`config.mk`:
```
export PLATFORM = sky130hd
export DESIGN_NAME = cmp_top
export DESIGN_NICKNAME = d
export VERILOG_FILES = /design/src/rtl/cmp_pkg.sv /design/src/rtl/cmp_top.sv /design/src/rtl/cmp_limiter.sv /design/src/rtl/cmp_regs.sv /design/src/rtl/bus_port.sv /design/src/rtl/hold_slot.sv
export VERILOG_INCLUDE_DIRS = /design/src /design/src/include
export SDC_FILE = /design/constraint.sdc
export NUM_CORES = 1
export LEC_CHECK = 0
export BUFFER_PORTS_ARGS = -buffer_cell sky130_fd_sc_hd__buf_2
export CAP_MARGIN = 20
export CORE_ASPECT_RATIO = 1.2
export CORE_MARGIN = 10
export CORE_UTILIZATION = 50
export CTS_BUF_LIST = sky130_fd_sc_hd__clkbuf_2
export DETAILED_ROUTE_END_ITERATION = 7
export GPL_ROUTABILITY_DRIVEN = 1
export PLACE_DENSITY = 0.77
export SLEW_MARGIN = 20
export SYNTH_ARGS = -nofsm -noshare
export SYNTH_HDL_FRONTEND = slang
export SYNTH_SLANG_ARGS = --single-unit
```
`constraint.sdc`:
```
create_clock -name clk -period 6 [get_ports clk]
set_clock_uncertainty 0.05 [all_clocks]
set_input_delay 0.3 -clock clk [delete_from_list [all_inputs] [get_ports clk]]
set_output_delay 0.3 -clock clk [all_outputs]
set_load 0.02 [all_outputs]
```
`src/include/cmp_macros.svh`:
```
// Limit comparator constants
// Widths, register map and fixed read values shared by the RTL

`ifndef CMP_MACROS_SVH
`define CMP_MACROS_SVH

// ------------------------------------------------------------
// Widths
// ------------------------------------------------------------
`define CMP_ADDR_W      4       // Word address into the chip
`define CMP_DATA_W      16      // Register width
`define CMP_SND_W       8       // Sound command byte

// ------------------------------------------------------------
// Fixed values
// ------------------------------------------------------------
`define CMP_FLAG_LOW    16'h8000 // Value under the range
`define CMP_FLAG_HIGH   16'h4000 // Value over the range
`define CMP_OPEN_BUS    16'hffff // Nothing mapped here

// Register map
`define CMP_IDX_BOUND1  0
`define CMP_IDX_BOUND2  1
`define CMP_IDX_VALUE   2       // Primary value address, feeds history
`define CMP_IDX_FLAGS   3
`define CMP_IDX_HIST    4       // Write clears history and pointer
`define CMP_IDX_ALIAS1  5       // Reads bound 2
`define CMP_IDX_ALIAS2  6       // Reads and writes value, no history
`define CMP_IDX_CLAMP   7
`define CMP_IDX_SND     15      // Sound command latch

`endif
```
`src/rtl/cmp_pkg.sv`:
```
// Limit comparator types
// Packed structs for the CPU bus, read data, sound commands
// and the internal register access strobe

`include "cmp_macros.svh"

package cmp_pkg;

    // ------------------------------------------------------------
    // CPU side
    // ------------------------------------------------------------

    // One request on the bus port
    typedef struct packed {
        logic [`CMP_ADDR_W-1:0] addr;   // Word address
        logic                   we;     // 1 for write
        logic [1:0]             be;     // Bit 1 is upper byte
        logic [`CMP_DATA_W-1:0] wdata;
    } bus_req_t;

    // Read result back to the CPU
    typedef struct packed {
        logic [`CMP_DATA_W-1:0] rdata;
    } rd_resp_t;

    // ------------------------------------------------------------
    // Sound side
    // ------------------------------------------------------------
    typedef struct packed {
        logic [`CMP_SND_W-1:0] code;    // Command byte for sound CPU
    } snd_cmd_t;

    // ------------------------------------------------------------
    // Internal
    // ------------------------------------------------------------

    // Access strobed from the bus port into the register file
    typedef struct packed {
        logic [`CMP_ADDR_W-1:0] addr;
        logic                   we;
        logic [1:0]             be;
        logic [`CMP_DATA_W-1:0] wdata;
    } reg_acc_t;

endpackage

```
`src/rtl/cmp_top.sv`:
```
// Limit comparator top
// Bus port, register file and limiter, with holding slots on the
// read response and on the sound command outputs

`timescale 1ns/10ps
`include "cmp_macros.svh"

module cmp_top import cmp_pkg::*; (
    input  logic     clk,
    input  logic     rst,
    // CPU requests
    input  logic     req_valid,
    output logic     req_ready,
    input  bus_req_t req,
    // Read responses
    output logic     resp_valid,
    input  logic     resp_ready,
    output rd_resp_t resp,
    // Sound command, valid doubles as the interrupt
    output logic     snd_irq,
    input  logic     snd_ready,
    output snd_cmd_t snd
);

    // ------------------------------------------------------------
    // Internal wiring
    // ------------------------------------------------------------
    logic                          acc_valid;
    reg_acc_t                      acc;
    logic        [`CMP_DATA_W-1:0] reg_rdata;
    logic                          rsp_valid, rsp_ready;
    rd_resp_t                      rsp;
    logic                          cmd_valid, cmd_ready;
    snd_cmd_t                      cmd;
    logic signed [`CMP_DATA_W-1:0] bound1, bound2, value;
    logic        [`CMP_DATA_W-1:0] flags, clamp;

    bus_port u_bus_port (
        .clk, .rst,
        .req_valid, .req_ready, .req,
        .acc_valid, .acc, .rdata(reg_rdata),
        .rsp_valid, .rsp_ready, .rsp,
        .cmd_valid, .cmd_ready, .cmd
    );

    cmp_regs u_regs (
        .clk, .rst,
        .acc_valid, .acc, .rdata(reg_rdata),
        .bound1, .bound2, .value,
        .flags, .clamp
    );

    cmp_limiter u_limiter (
        .clk, .rst,
        .bound1, .bound2, .value,
        .flags, .clamp
    );

    // Read data waits here for the CPU
    hold_slot #(.payload_t(rd_resp_t)) u_resp_slot (
        .clk, .rst,
        .in_valid(rsp_valid),   .in_ready(rsp_ready),  .in_data(rsp),
        .out_valid(resp_valid), .out_ready(resp_ready), .out_data(resp)
    );

    // Pending command holds the sound interrupt
    hold_slot #(.payload_t(snd_cmd_t)) u_snd_slot (
        .clk, .rst,
        .in_valid(cmd_valid), .in_ready(cmd_ready),  .in_data(cmd),
        .out_valid(snd_irq),  .out_ready(snd_ready), .out_data(snd)
    );

endmodule

```
`src/rtl/cmp_limiter.sv`:
```
// Range limiter
// Orders the two bounds as signed numbers, then registers the
// clamped value and the under/over flag word

`timescale 1ns/10ps
`include "cmp_macros.svh"

module cmp_limiter (
    input  logic                          clk,
    input  logic                          rst,
    input  logic signed [`CMP_DATA_W-1:0] bound1,
    input  logic signed [`CMP_DATA_W-1:0] bound2,
    input  logic signed [`CMP_DATA_W-1:0] value,
    output logic        [`CMP_DATA_W-1:0] flags,
    output logic        [`CMP_DATA_W-1:0] clamp
);

    logic signed [`CMP_DATA_W-1:0] lo;  // Smaller bound
    logic signed [`CMP_DATA_W-1:0] hi;  // Larger bound

    // Bounds may come in either order
    assign lo = (bound1 < bound2) ? bound1 : bound2;
    assign hi = (bound1 < bound2) ? bound2 : bound1;

    // ------------------------------------------------------------
    // Registered result, one cycle behind the registers
    // ------------------------------------------------------------
    always_ff @(posedge clk or posedge rst) begin
        if (rst) begin
            clamp <= '0;
            flags <= '0;
        end else if (value < lo) begin
            clamp <= lo;
            flags <= `CMP_FLAG_LOW;
        end else if (value > hi) begin
            clamp <= hi;
            flags <= `CMP_FLAG_HIGH;
        end else begin
            clamp <= value;         // Inside the range
            flags <= '0;
        end
    end

endmodule

```
`src/rtl/cmp_regs.sv`:
```
// Comparator register file
// Bounds and value with byte-lane writes, read decode with the
// alias and open-bus addresses, and the in-range history word

`timescale 1ns/10ps
`include "cmp_macros.svh"

module cmp_regs import cmp_pkg::*; (
    input  logic                          clk,
    input  logic                          rst,
    input  logic                          acc_valid,
    input  reg_acc_t                      acc,
    output logic        [`CMP_DATA_W-1:0] rdata,
    output logic signed [`CMP_DATA_W-1:0] bound1,
    output logic signed [`CMP_DATA_W-1:0] bound2,
    output logic signed [`CMP_DATA_W-1:0] value,
    input  logic        [`CMP_DATA_W-1:0] flags,
    input  logic        [`CMP_DATA_W-1:0] clamp
);

    localparam int PTR_W = $clog2(`CMP_DATA_W);

    logic [`CMP_DATA_W-1:0] bound1_q;
    logic [`CMP_DATA_W-1:0] bound2_q;
    logic [`CMP_DATA_W-1:0] value_q;
    logic [`CMP_DATA_W-1:0] hist_q;     // One bit per primary value write
    logic [PTR_W-1:0]       ptr_q;      // Next history bit, wraps

    assign bound1 = bound1_q;
    assign bound2 = bound2_q;
    assign value  = value_q;

    // Merge enabled byte lanes over the old contents
    function automatic logic [`CMP_DATA_W-1:0] merge(
        input logic [`CMP_DATA_W-1:0] old,
        input logic [1:0]             be,
        input logic [`CMP_DATA_W-1:0] wdata
    );
        logic [`CMP_DATA_W-1:0] res;
        res = old;
        if (be[1])
            res[15:8] = wdata[15:8];    // Upper byte
        if (be[0])
            res[7:0]  = wdata[7:0];     // Lower byte
        return res;
    endfunction

    // ------------------------------------------------------------
    // Writes
    // ------------------------------------------------------------
    always_ff @(posedge clk or posedge rst) begin
        if (rst) begin
            bound1_q <= '0;
            bound2_q <= '0;
            value_q  <= '0;
            hist_q   <= '0;
            ptr_q    <= '0;
        end else if (acc_valid && acc.we) begin
            case (acc.addr)
                `CMP_IDX_BOUND1: bound1_q <= merge(bound1_q, acc.be, acc.wdata);
                `CMP_IDX_BOUND2: bound2_q <= merge(bound2_q, acc.be, acc.wdata);
                `CMP_IDX_VALUE: begin
                    value_q       <= merge(value_q, acc.be, acc.wdata);
                    // Result of the previous value, flags are settled
                    hist_q[ptr_q] <= (flags == '0);
                    ptr_q         <= ptr_q + 1'b1;
                end
                `CMP_IDX_HIST: begin
                    hist_q <= '0;
                    ptr_q  <= '0;
                end
                // Second value address leaves history alone
                `CMP_IDX_ALIAS2: value_q <= merge(value_q, acc.be, acc.wdata);
                default: ;  // Read-only or unmapped
            endcase
        end
    end

    // ------------------------------------------------------------
    // Read decode
    // ------------------------------------------------------------
    always_comb begin
        case (acc.addr)
            `CMP_IDX_BOUND1: rdata = bound1_q;
            `CMP_IDX_BOUND2: rdata = bound2_q;
            `CMP_IDX_VALUE:  rdata = value_q;
            `CMP_IDX_FLAGS:  rdata = flags;
            `CMP_IDX_HIST:   rdata = hist_q;
            `CMP_IDX_ALIAS1: rdata = bound2_q;  // Mirrors of 1 and 2
            `CMP_IDX_ALIAS2: rdata = value_q;
            `CMP_IDX_CLAMP:  rdata = clamp;
            default:         rdata = `CMP_OPEN_BUS;
        endcase
    end

    // Sound writes are split off in the bus port
    a_no_snd_write: assert property (@(posedge clk) disable iff (rst)
        acc_valid && acc.we |-> acc.addr != `CMP_IDX_SND);

endmodule

```
`src/rtl/bus_port.sv`:
```
// CPU bus port
// Takes one request at a time, holds it for a single strobe cycle
// and hands it to the register file, read slot or sound slot

`timescale 1ns/10ps
`include "cmp_macros.svh"

module bus_port import cmp_pkg::*; (
    input  logic                   clk,
    input  logic                   rst,
    // CPU request channel
    input  logic                   req_valid,
    output logic                   req_ready,
    input  bus_req_t               req,
    // Register file
    output logic                   acc_valid,
    output reg_acc_t               acc,
    input  logic [`CMP_DATA_W-1:0] rdata,
    // Response slot
    output logic                   rsp_valid,
    input  logic                   rsp_ready,
    output rd_resp_t               rsp,
    // Sound slot
    output logic                   cmd_valid,
    input  logic                   cmd_ready,
    output snd_cmd_t               cmd
);

    logic     stb;      // Strobe cycle in progress
    bus_req_t req_q;    // Accepted request
    logic     req_rd;   // Incoming request is a read
    logic     req_snd;  // Incoming request is a sound write
    logic     q_snd;    // Held request is a sound write

    // ------------------------------------------------------------
    // Accept side
    // ------------------------------------------------------------
    assign req_rd  = !req.we;
    assign req_snd = req.we && (req.addr == `CMP_IDX_SND);

    // Busy in strobe, or the outlet this request needs is blocked
    assign req_ready = !stb
                     && !(req_rd  && !rsp_ready)
                     && !(req_snd && !cmd_ready);

    always_ff @(posedge clk or posedge rst) begin
        if (rst)
            stb <= 1'b0;
        else
            stb <= req_valid && req_ready;  // One cycle only
    end

    always_ff @(posedge clk) begin
        if (req_valid && req_ready)
            req_q <= req;
    end

    // ------------------------------------------------------------
    // Strobe side, exactly one outlet fires
    // ------------------------------------------------------------
    assign q_snd = req_q.we && (req_q.addr == `CMP_IDX_SND);

    assign acc       = reg_acc_t'{addr: req_q.addr, we: req_q.we,
                                  be: req_q.be, wdata: req_q.wdata};
    assign acc_valid = stb && req_q.we && !q_snd;   // Register writes

    assign rsp_valid = stb && !req_q.we;            // Read capture
    assign rsp       = rd_resp_t'{rdata: rdata};    // Decode address is live

    assign cmd_valid = stb && q_snd;
    assign cmd       = snd_cmd_t'{code: req_q.wdata[`CMP_SND_W-1:0]};

    // Accepts are at least two cycles apart
    a_acc_single: assert property (@(posedge clk) disable iff (rst)
        acc_valid |=> !acc_valid);

endmodule

```
`src/rtl/hold_slot.sv`:
```
// Single entry holding register
// Valid/ready on both sides, payload type set per instance

`timescale 1ns/10ps

module hold_slot #(
    parameter type payload_t = logic
) (
    input  logic     clk,
    input  logic     rst,
    input  logic     in_valid,
    output logic     in_ready,
    input  payload_t in_data,
    output logic     out_valid,
    input  logic     out_ready,
    output payload_t out_data
);

    logic     full;     // Slot occupied
    payload_t data_q;   // Stored item

    // Free now, or emptied on this same edge
    assign in_ready  = !full || out_ready;
    assign out_valid = full;
    assign out_data  = data_q;

    always_ff @(posedge clk or posedge rst) begin
        if (rst) begin
            full <= 1'b0;
        end else if (in_valid && in_ready) begin
            full <= 1'b1;           // Load wins over drain
        end else if (out_ready) begin
            full <= 1'b0;
        end
    end

    // Payload only, no reset
    always_ff @(posedge clk) begin
        if (in_valid && in_ready)
            data_q <= in_data;
    end

    // Held item must not move while the consumer stalls
    a_stable_out: assert property (@(posedge clk) disable iff (rst)
        out_valid && !out_ready |=> $stable(out_data));

endmodule

```
==> impl_metrics.csv <==
group,metric,value,unit
global_routing,grt_usage,20.51,%
global_routing,grt_pass1_wl,32160,um
floorplan,ioPinCount,55,
hold_path,min_from,"req_valid",
global_routing,grt_max_degree,62,
outcome,outcome,"finished, final reports clean",
synthesis,yosysWarnings,0,
drt,avgViaCountPerCell,6.256,
power_and_ir_drop,p_per_area,364.5,nW/um2
synthesis,yosysTopAreaCell,"dfrtp_1",
placed_design,globalplace.congestion,1.018,
worst_setup_path,cp-end-kind,"flip-flop",
floorplan,die_area,19930,um2
cells_and_area,seqCellArea,3638,um2
placed_design,dp_hpwl,14050,um
synthesis,synth_flop_cell,"dfrtp_1",
synthesis,synth-compound-area-share,13.63,%
cells_and_area,final_util,57.92,%
clocking,cts_buffer_depth,2,
floorplan,core_area,14410,um2
drt,remaining_drc_errors,0,
synthesis,synth_edf_count,47,
clocking,cts_num_sinks,136,
cells_and_area,syn2layout_area_growth,13.84,%
sta,fin_crit,5.579,ns
drt,routed-via-count,5781,
clocking,cts_buffers,17,
synthesis,synthAdderAreaFrac,8.531,%
floorplan,die_w,130.6,um
synthesis,synthArstFlopShare,65.44,%
cells_and_area,finalNetCount,813,
sta,fin_tns_setup,0,ns
placed_design,numPortBuffers,54,
synthesis,synthTopCellsByArea,"dfrtp_1, edfxtp_1, ha_1, mux2_2, mux2i_1",
clocking,h-tree-depth,4,
synthesis,yosysSeqAreaShare,49.62,%
sta,tightestPinTransition,0.9955,ns
sta,finalSetupViolations,0,
sta,rsz0062_at_grt,"false",
sta,relSlewSlack,33.34,%
power_and_ir_drop,p_leak,3.655,nW
drt,dr.first_iter.drc_count,516,
drt,ant_nets,0,
floorplan,fp-row-count,48,
synthesis,ys_ff_latch,136,
worst_setup_path,cp-start-kind,"flip-flop",
flow_run,timing.max_cap.violations,0,
synthesis,synthesis.area,7333,um2
worst_setup_path,critical_path.max_fanout,17,
clocking,cts_tree,"yes",
clocking,clk_pin_slew,0.21,ns
synthesis,synth_top_area_share,30.37,%
synthesis,yosysMostFrequentCell,"dfrtp_1",
power_and_ir_drop,peakVddDrop,140.4,uV
drt,routed_wl,19640,um
synthesis,synth_cells,659,
synthesis,muxShareOfSynthArea,11.26,%
sta,drv_slew,0,
sta,finalHoldViolCount,0,
synthesis,synth_cell_types,56,
hold_path,hp-class,"input port to flip-flop",
global_routing,grt_pass1_vias,6029,
worst_setup_path,cp.required,6.63,ns
synthesis,yosys.area_share.xor_xnor,0.2389,%
sta,period_share,92.98,%
cells_and_area,drive_above_1_share,20.59,%
global_routing,grt_overflow,0,
worst_setup_path,arrival,6.21,ns
synthesis,synth_top_family_by_area,"compound AO/OA/AOI/OAI gates",
drt,first_pass_iters,8,
cells_and_area,fillerInstances,1235,
worst_setup_path,critPathLaunch,"u_regs.bound2[15]$_DFFE_PP0P_",
synthesis,yosys.area_share.simple,13.58,%
sta,max_freq,179.3,MHz
cells_and_area,multi_input_area,3493,um2
floorplan,die_h,152.7,um
synthesis,synth_common_cells,"dfrtp_1, nand2_1, ha_1",
floorplan,initial_utilization,50.88,%
synthesis,syn-num-nets,737,
clocking,clkLatencyLatePin,0.75,ns
synthesis,synth_area_per_cell,11.13,um2
global_routing,grt_antenna_before_repair,1,
worst_setup_path,r2r_start,"u_regs.bound2[15]$_DFFE_PP0P_",
clocking,cts_root_buffer,"clkbuf_2",
drt,drt-wirelength-per-cell,21.26,um
worst_setup_path,crit_type,"flip-flop to flip-flop",
## state kept, by name, indices dropped and copies added (netlist names)
name	flops
u_limiter.clamp	16
u_bus_port.stb	1
u_regs.value	16
u_regs.ptr_q	4
u_limiter.flags	2
u_regs.hist_q	16
u_snd_slot.out_valid	1
u_resp_slot.out_valid	1
u_regs.bound2	16
u_resp_slot.out_data	16
u_bus_port.acc	23
u_regs.bound1	16
u_snd_slot.out_data	8
## report_power, final
part	switching [mW]	internal (mW)	leakage, nW
Sequential	0.128	1.09	1.63
Combinational	0.691	0.483	1.85
Clock	0.328	0.325	0.180
## routing by layer
| layer | up-vias | track usage [%] | wire length [um] |
|---|---|---|---|
| met5 | - | 0 | 0 |
| met4 | 0 | 8.594 | 524 |
| met3 | 47 | 4.803 | 1441 |
| met2 | 267 | 32.51 | 9530 |
| met1 | 2854 | 26.07 | 8144 |
| li1 | 2613 | - | - |
## path summary, 6_finish.rpt
path                                                     to  cells after the start  slack (ns)
max                            u_limiter.clamp[8]$_DFF_PP0_                     17        0.42
min                                u_bus_port.stb$_DFF_PP0_                      3        0.08
max reg2reg                    u_limiter.clamp[8]$_DFF_PP0_                     17        0.42
min reg2reg                u_snd_slot.out_data[2]$_DFFE_PP_                      0        0.45
max in group asynchronous     u_regs.bound2[12]$_DFFE_PP0P_                      5        4.07
min in group asynchronous      u_limiter.clamp[1]$_DFF_PP0_                      4        0.59
## cells in the final DEF, fill, tap and decap left out, types with 16 or more instances in the layout
cell type,count
inv_1,22
a221oi_1,17
nand3_1,37
o21ai_0,29
clkbuf_2,23
mux2i_1,27
dfrtp_1,89
mux2_2,48
a22oi_1,16
nor2_1,30
buf_2,54
nand2_1,55
ha_1,50
and2_1,16
dlygate4sd3_1,27
edfxtp_1,47
## kinds of logic after synthesis
kind of cell | after synthesis
simple gates | 197
compound gates | 140
flops | 136
mux | 76
buf+inv | 58
fa+ha+maj | 50
xor+xnor | 2
## repair_timing
| action | in CTS | in global routing |
|---|---|---|
| hold endpoints to repair | 53 | 0 |
| gates resized for setup | 0 | 1 |
| endpoints found under the setup margin | 0 | 3 |
| hold buffers | 27 | 0 |
| setup buffers | 0 | 0 |
## stage by stage
| stage | cells | instance area [um2] | power, mW | hold slack (ns) | setup slack (ns) |
|---|---|---|---|---|---|
| floorplan | 659 | 7333 | 2.029 | 0.3489 | 1.515 |
| global placement | 864 | 7776 | 2.306 | 0.2805 | 0.7769 |
| detailed placement | 864 | 7776 | 2.354 | 0.2943 | 0.4484 |
| CTS | 923 | 8334 | 3.017 | 0.04972 | 0.4219 |
| global route | 924 | 8348 | 3.215 | 0.06851 | 0.1730 |
| finish | 924 | 8348 | 3.042 | 0.08022 | 0.4212 |
## critical path, stage by stage (launching register included)
cell,delay (ns)
dfrtp_1,0.44
inv_1,0.07
ha_1,0.48
nand4_1,0.24
nor4_1,0.47
a31o_1,0.32
or3_1,0.64
nand3_1,0.19
and2_1,0.20
ha_1,0.32
nand4_1,0.17
or3_1,0.45
a211o_1,0.29
a31oi_2,0.38
buf_4,0.30
nor2_1,0.07
a311oi_1,0.25
o21bai_1,0.14
## cell type report
cell class / count / area share (%)
Inverter: 24 / 1.094
Timing Repair Buffer: 91 / 7.374
Sequential cell: 136 / 43.59
Antenna cell: 1 / 0.02998
Clock inverter: 9 / 2.068
Clock buffer: 23 / 1.379
Multi-Input combinational cell: 465 / 41.85
Tap cell: 175 / 2.623
Power figures use the tool's default switching activity.
